File: src/common/rv_pred_pkg.sv
`default_nettype none

package rv_pred_pkg;

  // Width of every address in the predictor (PC, return address, target)
  localparam int XLEN = 32;

  // Number of return addresses held by the stack
  localparam int RAS_DEPTH = 8;

  // The pointer indexes one of RAS_DEPTH entries
  localparam int RAS_SP_BITS = $clog2(RAS_DEPTH);

  // The count must also represent the full state, so it needs one value more
  localparam int RAS_COUNT_BITS = $clog2(RAS_DEPTH + 1);

  typedef logic [XLEN-1:0] xaddr_t;

  // Major opcodes of the two unconditional jumps
  localparam logic [6:0] OPC_JAL = 7'b1101111;
  localparam logic [6:0] OPC_JALR = 7'b1100111;

  // JALR is only defined with funct3 zero
  localparam logic [2:0] F3_JALR = 3'b000;

  // Standard link registers, ra and the alternate link t0
  localparam logic [4:0] REG_ZERO = 5'd0;
  localparam logic [4:0] REG_RA = 5'd1;
  localparam logic [4:0] REG_T0 = 5'd5;

  // J-type layout, with the immediate scattered across the upper bits
  typedef struct packed {
    logic       imm_20;
    logic [9:0] imm_10_1;
    logic       imm_11;
    logic [7:0] imm_19_12;
    logic [4:0] rd;
    logic [6:0] opcode;
  } j_fields_t;

  // I-type layout, which JALR uses for its base register and offset
  typedef struct packed {
    logic [11:0] imm;
    logic [4:0]  rs1;
    logic [2:0]  funct3;
    logic [4:0]  rd;
    logic [6:0]  opcode;
  } i_fields_t;

  // One instruction word seen through both encodings
  // The opcode and rd occupy the same bits in either view
  typedef union packed {
    j_fields_t j;
    i_fields_t i;
  } rv_insn_u;

  // True for x1 and x5, the registers the hint rules treat as links
  function automatic logic is_link_reg(input logic [4:0] r);
    return (r == REG_RA) || (r == REG_T0);
  endfunction

endpackage

`default_nettype wire

File: src/ras/rv_ras.sv
`timescale 1ns/1ps
`default_nettype none

module rv_ras (
  input  logic                 clk,
  input  logic                 rst_n,

  // Update side, driven from the MEM stage
  input  logic                 push_en,
  input  rv_pred_pkg::xaddr_t  push_addr,
  input  logic                 pop_en,

  // Lookup side, read by the fetch predecoder
  output logic                 ras_valid,
  output rv_pred_pkg::xaddr_t  ras_target
);

  import rv_pred_pkg::*;

  // Entry storage carries no reset, the count says what is meaningful
  xaddr_t                    stack_mem [RAS_DEPTH];

  // Pointer to the current top entry
  logic [RAS_SP_BITS-1:0]    sp;

  // Number of live entries, saturating at RAS_DEPTH
  logic [RAS_COUNT_BITS-1:0] count;

  logic [RAS_SP_BITS-1:0]    sp_next;
  logic [RAS_COUNT_BITS-1:0] count_next;

  logic                      stack_empty;
  logic                      stack_full;

  assign stack_empty = (count == '0);
  assign stack_full  = (count == RAS_COUNT_BITS'(RAS_DEPTH));

  // Next pointer and count
  always_comb begin
    sp_next    = sp;
    count_next = count;

    if (push_en && pop_en) begin
      // Replace the top in place
      // Pointer and count stay where they are
      sp_next    = sp;
      count_next = count;
    end else if (push_en) begin
      // Advance with wrap at the end of the buffer
      if (sp == RAS_SP_BITS'(RAS_DEPTH - 1)) begin
        sp_next = '0;
      end else begin
        sp_next = sp + 1'b1;
      end

      // When full the oldest entry is overwritten, so the count holds
      if (!stack_full) begin
        count_next = count + 1'b1;
      end
    end else if (pop_en) begin
      // Popping an empty stack is ignored
      if (!stack_empty) begin
        if (sp == '0) begin
          sp_next = RAS_SP_BITS'(RAS_DEPTH - 1);
        end else begin
          sp_next = sp - 1'b1;
        end
        count_next = count - 1'b1;
      end
    end
  end

  // Lookup
  // A push in MEM this cycle is forwarded so a return fetched in the same
  // cycle already sees the new top
  always_comb begin
    if (push_en) begin
      ras_valid  = 1'b1;
      ras_target = push_addr;
    end else if (!stack_empty) begin
      ras_valid  = 1'b1;
      ras_target = stack_mem[sp];
    end else begin
      ras_valid  = 1'b0;
      ras_target = '0;
    end
  end

  // Control state
  always_ff @(posedge clk) begin
    if (!rst_n) begin
      sp    <= '0;
      count <= '0;
    end else begin
      sp    <= sp_next;
      count <= count_next;
    end
  end

  // Entry write
  // The new top lands at the next pointer, which for a replace is the
  // current top
  always_ff @(posedge clk) begin
    if (rst_n && push_en) begin
      stack_mem[sp_next] <= push_addr;
    end
  end

endmodule

`default_nettype wire

File: src/verilog/rv_link_decode.sv
`timescale 1ns/1ps
`default_nettype none

module rv_link_decode (
  // Resolved instruction in the MEM stage
  input  logic                  mem_valid,
  input  rv_pred_pkg::xaddr_t   mem_pc,
  input  rv_pred_pkg::rv_insn_u mem_insn,

  // Stack update requests
  output logic                  push_en,
  output logic                  pop_en,
  output rv_pred_pkg::xaddr_t   push_addr
);

  import rv_pred_pkg::*;

  logic       is_jal;
  logic       is_jalr;
  logic [4:0] rd;
  logic [4:0] rs1;
  logic       rd_link;
  logic       rs1_link;
  logic       is_call;
  logic       is_ret;
  logic       same_link;

  // Opcode and rd sit at the same bits in both views
  // The i view also exposes rs1 for JALR
  assign rd  = mem_insn.i.rd;
  assign rs1 = mem_insn.i.rs1;

  assign is_jal  = (mem_insn.i.opcode == OPC_JAL);
  assign is_jalr = (mem_insn.i.opcode == OPC_JALR) && (mem_insn.i.funct3 == F3_JALR);

  assign rd_link  = is_link_reg(rd);
  assign rs1_link = is_link_reg(rs1);

  // Any jump writing a link register is a call
  assign is_call = (is_jal || is_jalr) && rd_link;

  // Only JALR reads rs1
  // For JAL those bits belong to the immediate
  assign is_ret = is_jalr && rs1_link;

  // Both roles with the same register means a plain call
  assign same_link = (rd == rs1);

  // Apply the hint table
  // Call only pushes, return only pops, and a coroutine swap with different
  // link registers does both to replace the top
  always_comb begin
    push_en = 1'b0;
    pop_en  = 1'b0;

    if (mem_valid) begin
      if (is_call && is_ret) begin
        push_en = 1'b1;
        pop_en  = !same_link;
      end else if (is_call) begin
        push_en = 1'b1;
      end else if (is_ret) begin
        pop_en = 1'b1;
      end
    end
  end

  // Link value the jump writes, which is where the callee returns to
  assign push_addr = mem_pc + XLEN'(4);

endmodule

`default_nettype wire

File: src/verilog/rv_fetch_predict.sv
`timescale 1ns/1ps
`default_nettype none

module rv_fetch_predict (
  // Fetched word and its address
  input  logic                  if_valid,
  input  rv_pred_pkg::xaddr_t   if_pc,
  input  rv_pred_pkg::rv_insn_u if_insn,

  // Top of the return address stack
  input  logic                  ras_valid,
  input  rv_pred_pkg::xaddr_t   ras_target,

  // Next fetch address
  output logic                  pred_taken,
  output rv_pred_pkg::xaddr_t   pred_pc
);

  import rv_pred_pkg::*;

  logic   is_jal;
  logic   is_ret;
  xaddr_t j_imm;
  xaddr_t jal_target;
  xaddr_t seq_pc;

  // Direct jump, whose target is known from the word alone
  assign is_jal = (if_insn.j.opcode == OPC_JAL);

  // Return pattern
  // JALR that discards the link and jumps through x1 or x5
  assign is_ret = (if_insn.i.opcode == OPC_JALR) &&
                  (if_insn.i.funct3 == F3_JALR) &&
                  (if_insn.i.rd == REG_ZERO) &&
                  is_link_reg(if_insn.i.rs1);

  // Rebuild the J immediate from its scattered fields
  // Bit 0 is always zero and bit 20 is the sign
  assign j_imm = {
    {(XLEN - 20){if_insn.j.imm_20}},
    if_insn.j.imm_19_12,
    if_insn.j.imm_11,
    if_insn.j.imm_10_1,
    1'b0
  };

  assign jal_target = if_pc + j_imm;
  assign seq_pc     = if_pc + XLEN'(4);

  // Choose the next PC
  // JAL always redirects, a return only when the stack has something
  always_comb begin
    pred_taken = 1'b0;
    pred_pc    = seq_pc;

    if (if_valid) begin
      if (is_jal) begin
        pred_taken = 1'b1;
        pred_pc    = jal_target;
      end else if (is_ret && ras_valid) begin
        pred_taken = 1'b1;
        pred_pc    = ras_target;
      end
    end
  end

endmodule

`default_nettype wire

File: src/verilog/rv_ret_predict_top.sv
`timescale 1ns/1ps
`default_nettype none

module rv_ret_predict_top (
  input  logic                  clk,
  input  logic                  rst_n,

  // MEM stage, resolved jumps that correct the stack
  input  logic                  mem_valid,
  input  rv_pred_pkg::xaddr_t   mem_pc,
  input  rv_pred_pkg::rv_insn_u mem_insn,

  // IF stage, the word being fetched this cycle
  input  logic                  if_valid,
  input  rv_pred_pkg::xaddr_t   if_pc,
  input  rv_pred_pkg::rv_insn_u if_insn,

  // Prediction back to the fetch unit
  output logic                  pred_taken,
  output rv_pred_pkg::xaddr_t   pred_pc
);

  import rv_pred_pkg::*;

  // MEM decoder to stack
  logic   push_en;
  logic   pop_en;
  xaddr_t push_addr;

  // Stack to fetch predecoder
  logic   ras_valid;
  xaddr_t ras_target;

  rv_link_decode link_decode_i (
    .mem_valid (mem_valid),
    .mem_pc    (mem_pc),
    .mem_insn  (mem_insn),
    .push_en   (push_en),
    .pop_en    (pop_en),
    .push_addr (push_addr)
  );

  rv_ras ras_i (
    .clk        (clk),
    .rst_n      (rst_n),
    .push_en    (push_en),
    .push_addr  (push_addr),
    .pop_en     (pop_en),
    .ras_valid  (ras_valid),
    .ras_target (ras_target)
  );

  // Purely combinational, so the prediction follows the IF inputs in the
  // same cycle
  rv_fetch_predict fetch_predict_i (
    .if_valid   (if_valid),
    .if_pc      (if_pc),
    .if_insn    (if_insn),
    .ras_valid  (ras_valid),
    .ras_target (ras_target),
    .pred_taken (pred_taken),
    .pred_pc    (pred_pc)
  );

endmodule

`default_nettype wire

File: config.mk
export PLATFORM = sky130hd
export DESIGN_NAME = rv_ret_predict_top
export DESIGN_NICKNAME = d
export VERILOG_FILES = /design/src/common/rv_pred_pkg.sv /design/src/ras/rv_ras.sv /design/src/verilog/rv_link_decode.sv /design/src/verilog/rv_fetch_predict.sv /design/src/verilog/rv_ret_predict_top.sv
export SDC_FILE = /design/constraint.sdc
export NUM_CORES = 1
export LEC_CHECK = 0
export BUFFER_PORTS_ARGS = -buffer_cell sky130_fd_sc_hd__buf_2
export CAP_MARGIN = 15
export CORE_MARGIN = 2
export CORE_UTILIZATION = 45
export CTS_BUF_LIST = sky130_fd_sc_hd__clkbuf_2
export DETAILED_ROUTE_END_ITERATION = 8
export GPL_TIMING_DRIVEN = 0
export PLACE_DENSITY = 0.67
export SYNTH_ARGS = -nofsm -noshare
export SYNTH_HDL_FRONTEND = slang
export SYNTH_SLANG_ARGS = --single-unit
File: constraint.sdc
create_clock -name clk -period 4.1 [get_ports clk]
set_clock_uncertainty 0.2 [all_clocks]
set_input_delay 0.205 -clock clk [delete_from_list [all_inputs] [get_ports clk]]
set_output_delay 0.205 -clock clk [all_outputs]
set_load 0.01 [all_outputs]
==> flow_summary.toml <==
[yosys]
synth_compound_area_share_pct = 10.4
synth_top_family_by_area = "multiplexers"
async_flop_share_pct = 0
netlist_top_cells_count = "256 x edfxtp_1, 100 x nand2_1, 72 x a21oi_1"
synthAdderAreaFrac_pct = 3.74
syn_inst = 1005
synth_enable_flop_cells = 256
synth_warnings = 0
synthSimpleGateAreaFrac_pct = 10.1
synth.area.mux_share_pct = 11.7
syn-num-nets = 1177
ys_top_cells_by_area = "edfxtp_1 56%, mux4_2 10%, ha_1 3.5%"
yosysSeqAreaShare_pct = 56.8
synth.largest_area_cell = "edfxtp_1"
post_synth_xor_area_fraction_pct = 5.53
ys_types = 80
ys_ff_latch = 263
netlist_area_um2 = 13800
synth.top_cell.area_share_pct = 55.8
synth_top_flop_cell = "edfxtp_1"
avgSynthCellArea_um2 = 13.7
synth.most_common_cell = "edfxtp_1"

[global_routing]
grt.overflow.total = 0
grt-busiest-layer = "met2"
grt_util_met2_pct = 41.2
grt_pass1_wl_um = 57400
grtUsageTotal_pct = 24.5
use_met1_pct = 32.7
grt_max_degree = 26
met3_usage_pct = 3.50
grt_antenna_before_repair = 2
grt_pass1_vias = 10021

[floorplanning]
start_util_pct = 45.4
dieWidth_um = 179
fp-row-count = 64
coreArea_um2 = 30300
ios = 165
die_y_um = 179
die_area_um2 = 32000

[power]
pwr-share-seq_pct = 59.4
p_clk_share_pct = 29.2
power_switching_mw = 1.27
p_comb_share_pct = 11.4
pwr_density_cell_nw_per_um2 = 302
internal-power_mw = 3.70
power.leakage_nw = 5.90
vdd_ir_drop_max_v = 0.000136
swShare_pct = 25.5

[setup_path]
cp_cell_sequence = "dlygate4sd3_1 > buf_2 > nand3_1 > nor2_1 > and3_1 > buf_2 > nand4_1 > xnor2_1 > o22ai_1 > nor4_2 > buf_2"
critPathLaunchType = "input port"
cp_max_fo = 9
endpoint_kind = "primary output"
arrival_ps = 3590
critical_path_class = "input port to primary output"
crit_path_top_delay_cell = "xnor2_1"
slowest_delay_ps = 730
required_ps = 3690
cp_common_cell = "buf_2"

[place]
globalplace.congestion = 0.864
dp_hpwl_um = 27800
place_area_um2 = 15300
io_buffers = 152

[clock_tree]
path_clk_slew_ps = 110
h-tree-depth = 2
cts_buffers = 56
cts_max_path_buffers = 3
clock_sinks = 263
clock_latency_ps = 790
cts-root-buf = "clkbuf_2"
cts_tree = "built"

[routing]
wl_per_cell_um = 22.9
postRouteAntennaNets = 0
dr.pass1.iters = 5
route.detailed.drc = 0
vias_per_cell = 5.92
wl_um = 39300
drt_iter0_markers = 965
num_vias = 10154

[outcome]
status = "finished clean"

[sta]
grt_setup_unrepaired = "false"
tightest_slew_ps = 985
min_period_ps = 4000
relSlewSlack_pct = 33.8
max_freq_ghz = 0.250
setup_viol = 0
drv_slew = 0
timing.final.crit_share_pct = 97.5
finalHoldViolCount = 0
holdWs_ps = 55.9

[cells_and_area]
multi_input_area_um2 = 5830
areaGrowthSynthToFinish_pct = 19.3
ff_latch_area_um2 = 7830
design_area_um2 = 16400
fin_nets = 1454
drive_gt1_share_pct = 29.6
fill_cells = 2613

[hold_path]
hold_path.class = "input port to flop"

[flow_run]
maxCapViolations = 0
worst max-delay path: cells and delay by family:
family	cells	cell delay, ps
compound gates	1	220
xor+xnor	1	730
buf+inv	4	1090
simple gates	5	1350
flip-flops by register name, indices dropped and copies added, names as in the netlist:
signal and flops:
ras_i.sp 3, ras_i.stack_mem 256, ras_i.count 4
final timing paths:
path / depth (start not counted) / slack, ps / to / from
hold / removal: 2 / 60 / ras_i.stack_mem[1][0] / mem_pc[0]
setup reg to reg: 11 / 500 / ras_i.stack_mem[2][15] / ras_i.sp[0]
hold reg to reg: 2 / 380 / ras_i.count[2] / ras_i.count[2]
setup / recovery: 11 / 100 / pred_pc[28] / mem_pc[4]
per-layer routing:
metal | wire length (um) | up-vias
met5 | 18 | -
met4 | 993 | 2
met3 | 3250 | 67
met2 | 18900 | 514
met1 | 16200 | 5039
li1 | - | 4532
power by group through the flow:
stage / sequential, mW / clock [mW] / combinational [mW]
after floorplan: 3.01 / 0 / 0.317
final: 2.95 / 1.45 / 0.566
after global placement: 3.01 / 0 / 0.514
after global routing: 2.95 / 1.61 / 0.618
after CTS: 2.95 / 1.49 / 0.556
after detailed placement: 3.01 / 0 / 0.520
cell families (layout without fill, tap and decap cells):
kind of cell | Yosys count | count (layout)
muxes | 81 | 81
xor gates and xnor gates | 87 | 87
other | 0 | 1
AOI/OAI and AO/OA | 207 | 207
DFF | 263 | 263
and+or+nand+nor | 272 | 273
buffers and inverters | 55 | 368
adders and majority gates | 40 | 40
metrics by stage:
step                      utilization, %  total power, mW  setup slack [ps]  setup TNS [ps]  instances
after detailed placement            50.3             3.53              -202           -6850       1561
after global routing                54.1             5.18              21.1               0       1716
after global placement              49.5             3.52             -1960         -480480       1553
final                               54.1             4.96               103               0       1716
after CTS                           53.7             4.99              15.2               0       1709
after floorplan                        -             3.33               156               0       1005
layout by cell type (no fill, tap or decap), types with 9 or more instances in the layout:
master / synthesis / layout
mux4_2: 64 / 64
dlygate4sd3_1: 0 / 50
edfxtp_1: 256 / 256
nand2_1: 100 / 100
ha_1: 38 / 38
nand3_1: 34 / 34
a21o_1: 16 / 16
mux2i_1: 16 / 16
buf_2: 15 / 162
clkbuf_2: 0 / 86
xnor2_1: 54 / 53
clkinv_1: 0 / 13
a21oi_1: 72 / 70
nor2_1: 57 / 49
a211oi_2: 6 / 11
o21ai_0: 27 / 26
xor2_1: 33 / 31
nand4_1: 11 / 11
o22ai_1: 10 / 10
clkbuf_1: 16 / 11
nor2_4: 0 / 9
and3_1: 16 / 16
inv_1: 16 / 16
area by class of cell:
type | count | area share, %
multi-input cells | 688 | 35.5
plain buffers | 37 | 1.21
inverters | 18 | 0.419
repair buffers | 218 | 9.39
flip-flops and latches | 263 | 47.7
well taps | 396 | 3.02
clock inverters | 15 | 0.358
diodes | 1 | 0.0152
clock buffers | 80 | 2.44
repair_timing:
item,in CTS,in global routing
hold buffers,50,0
hold endpoints to repair,263,0
setup buffers,2,6
gates resized for setup,8,17
gates cloned,1,0
setup endpoints to repair,106,118
pin swaps,1,4
Note: power is estimated with default switching activity, not from simulation.
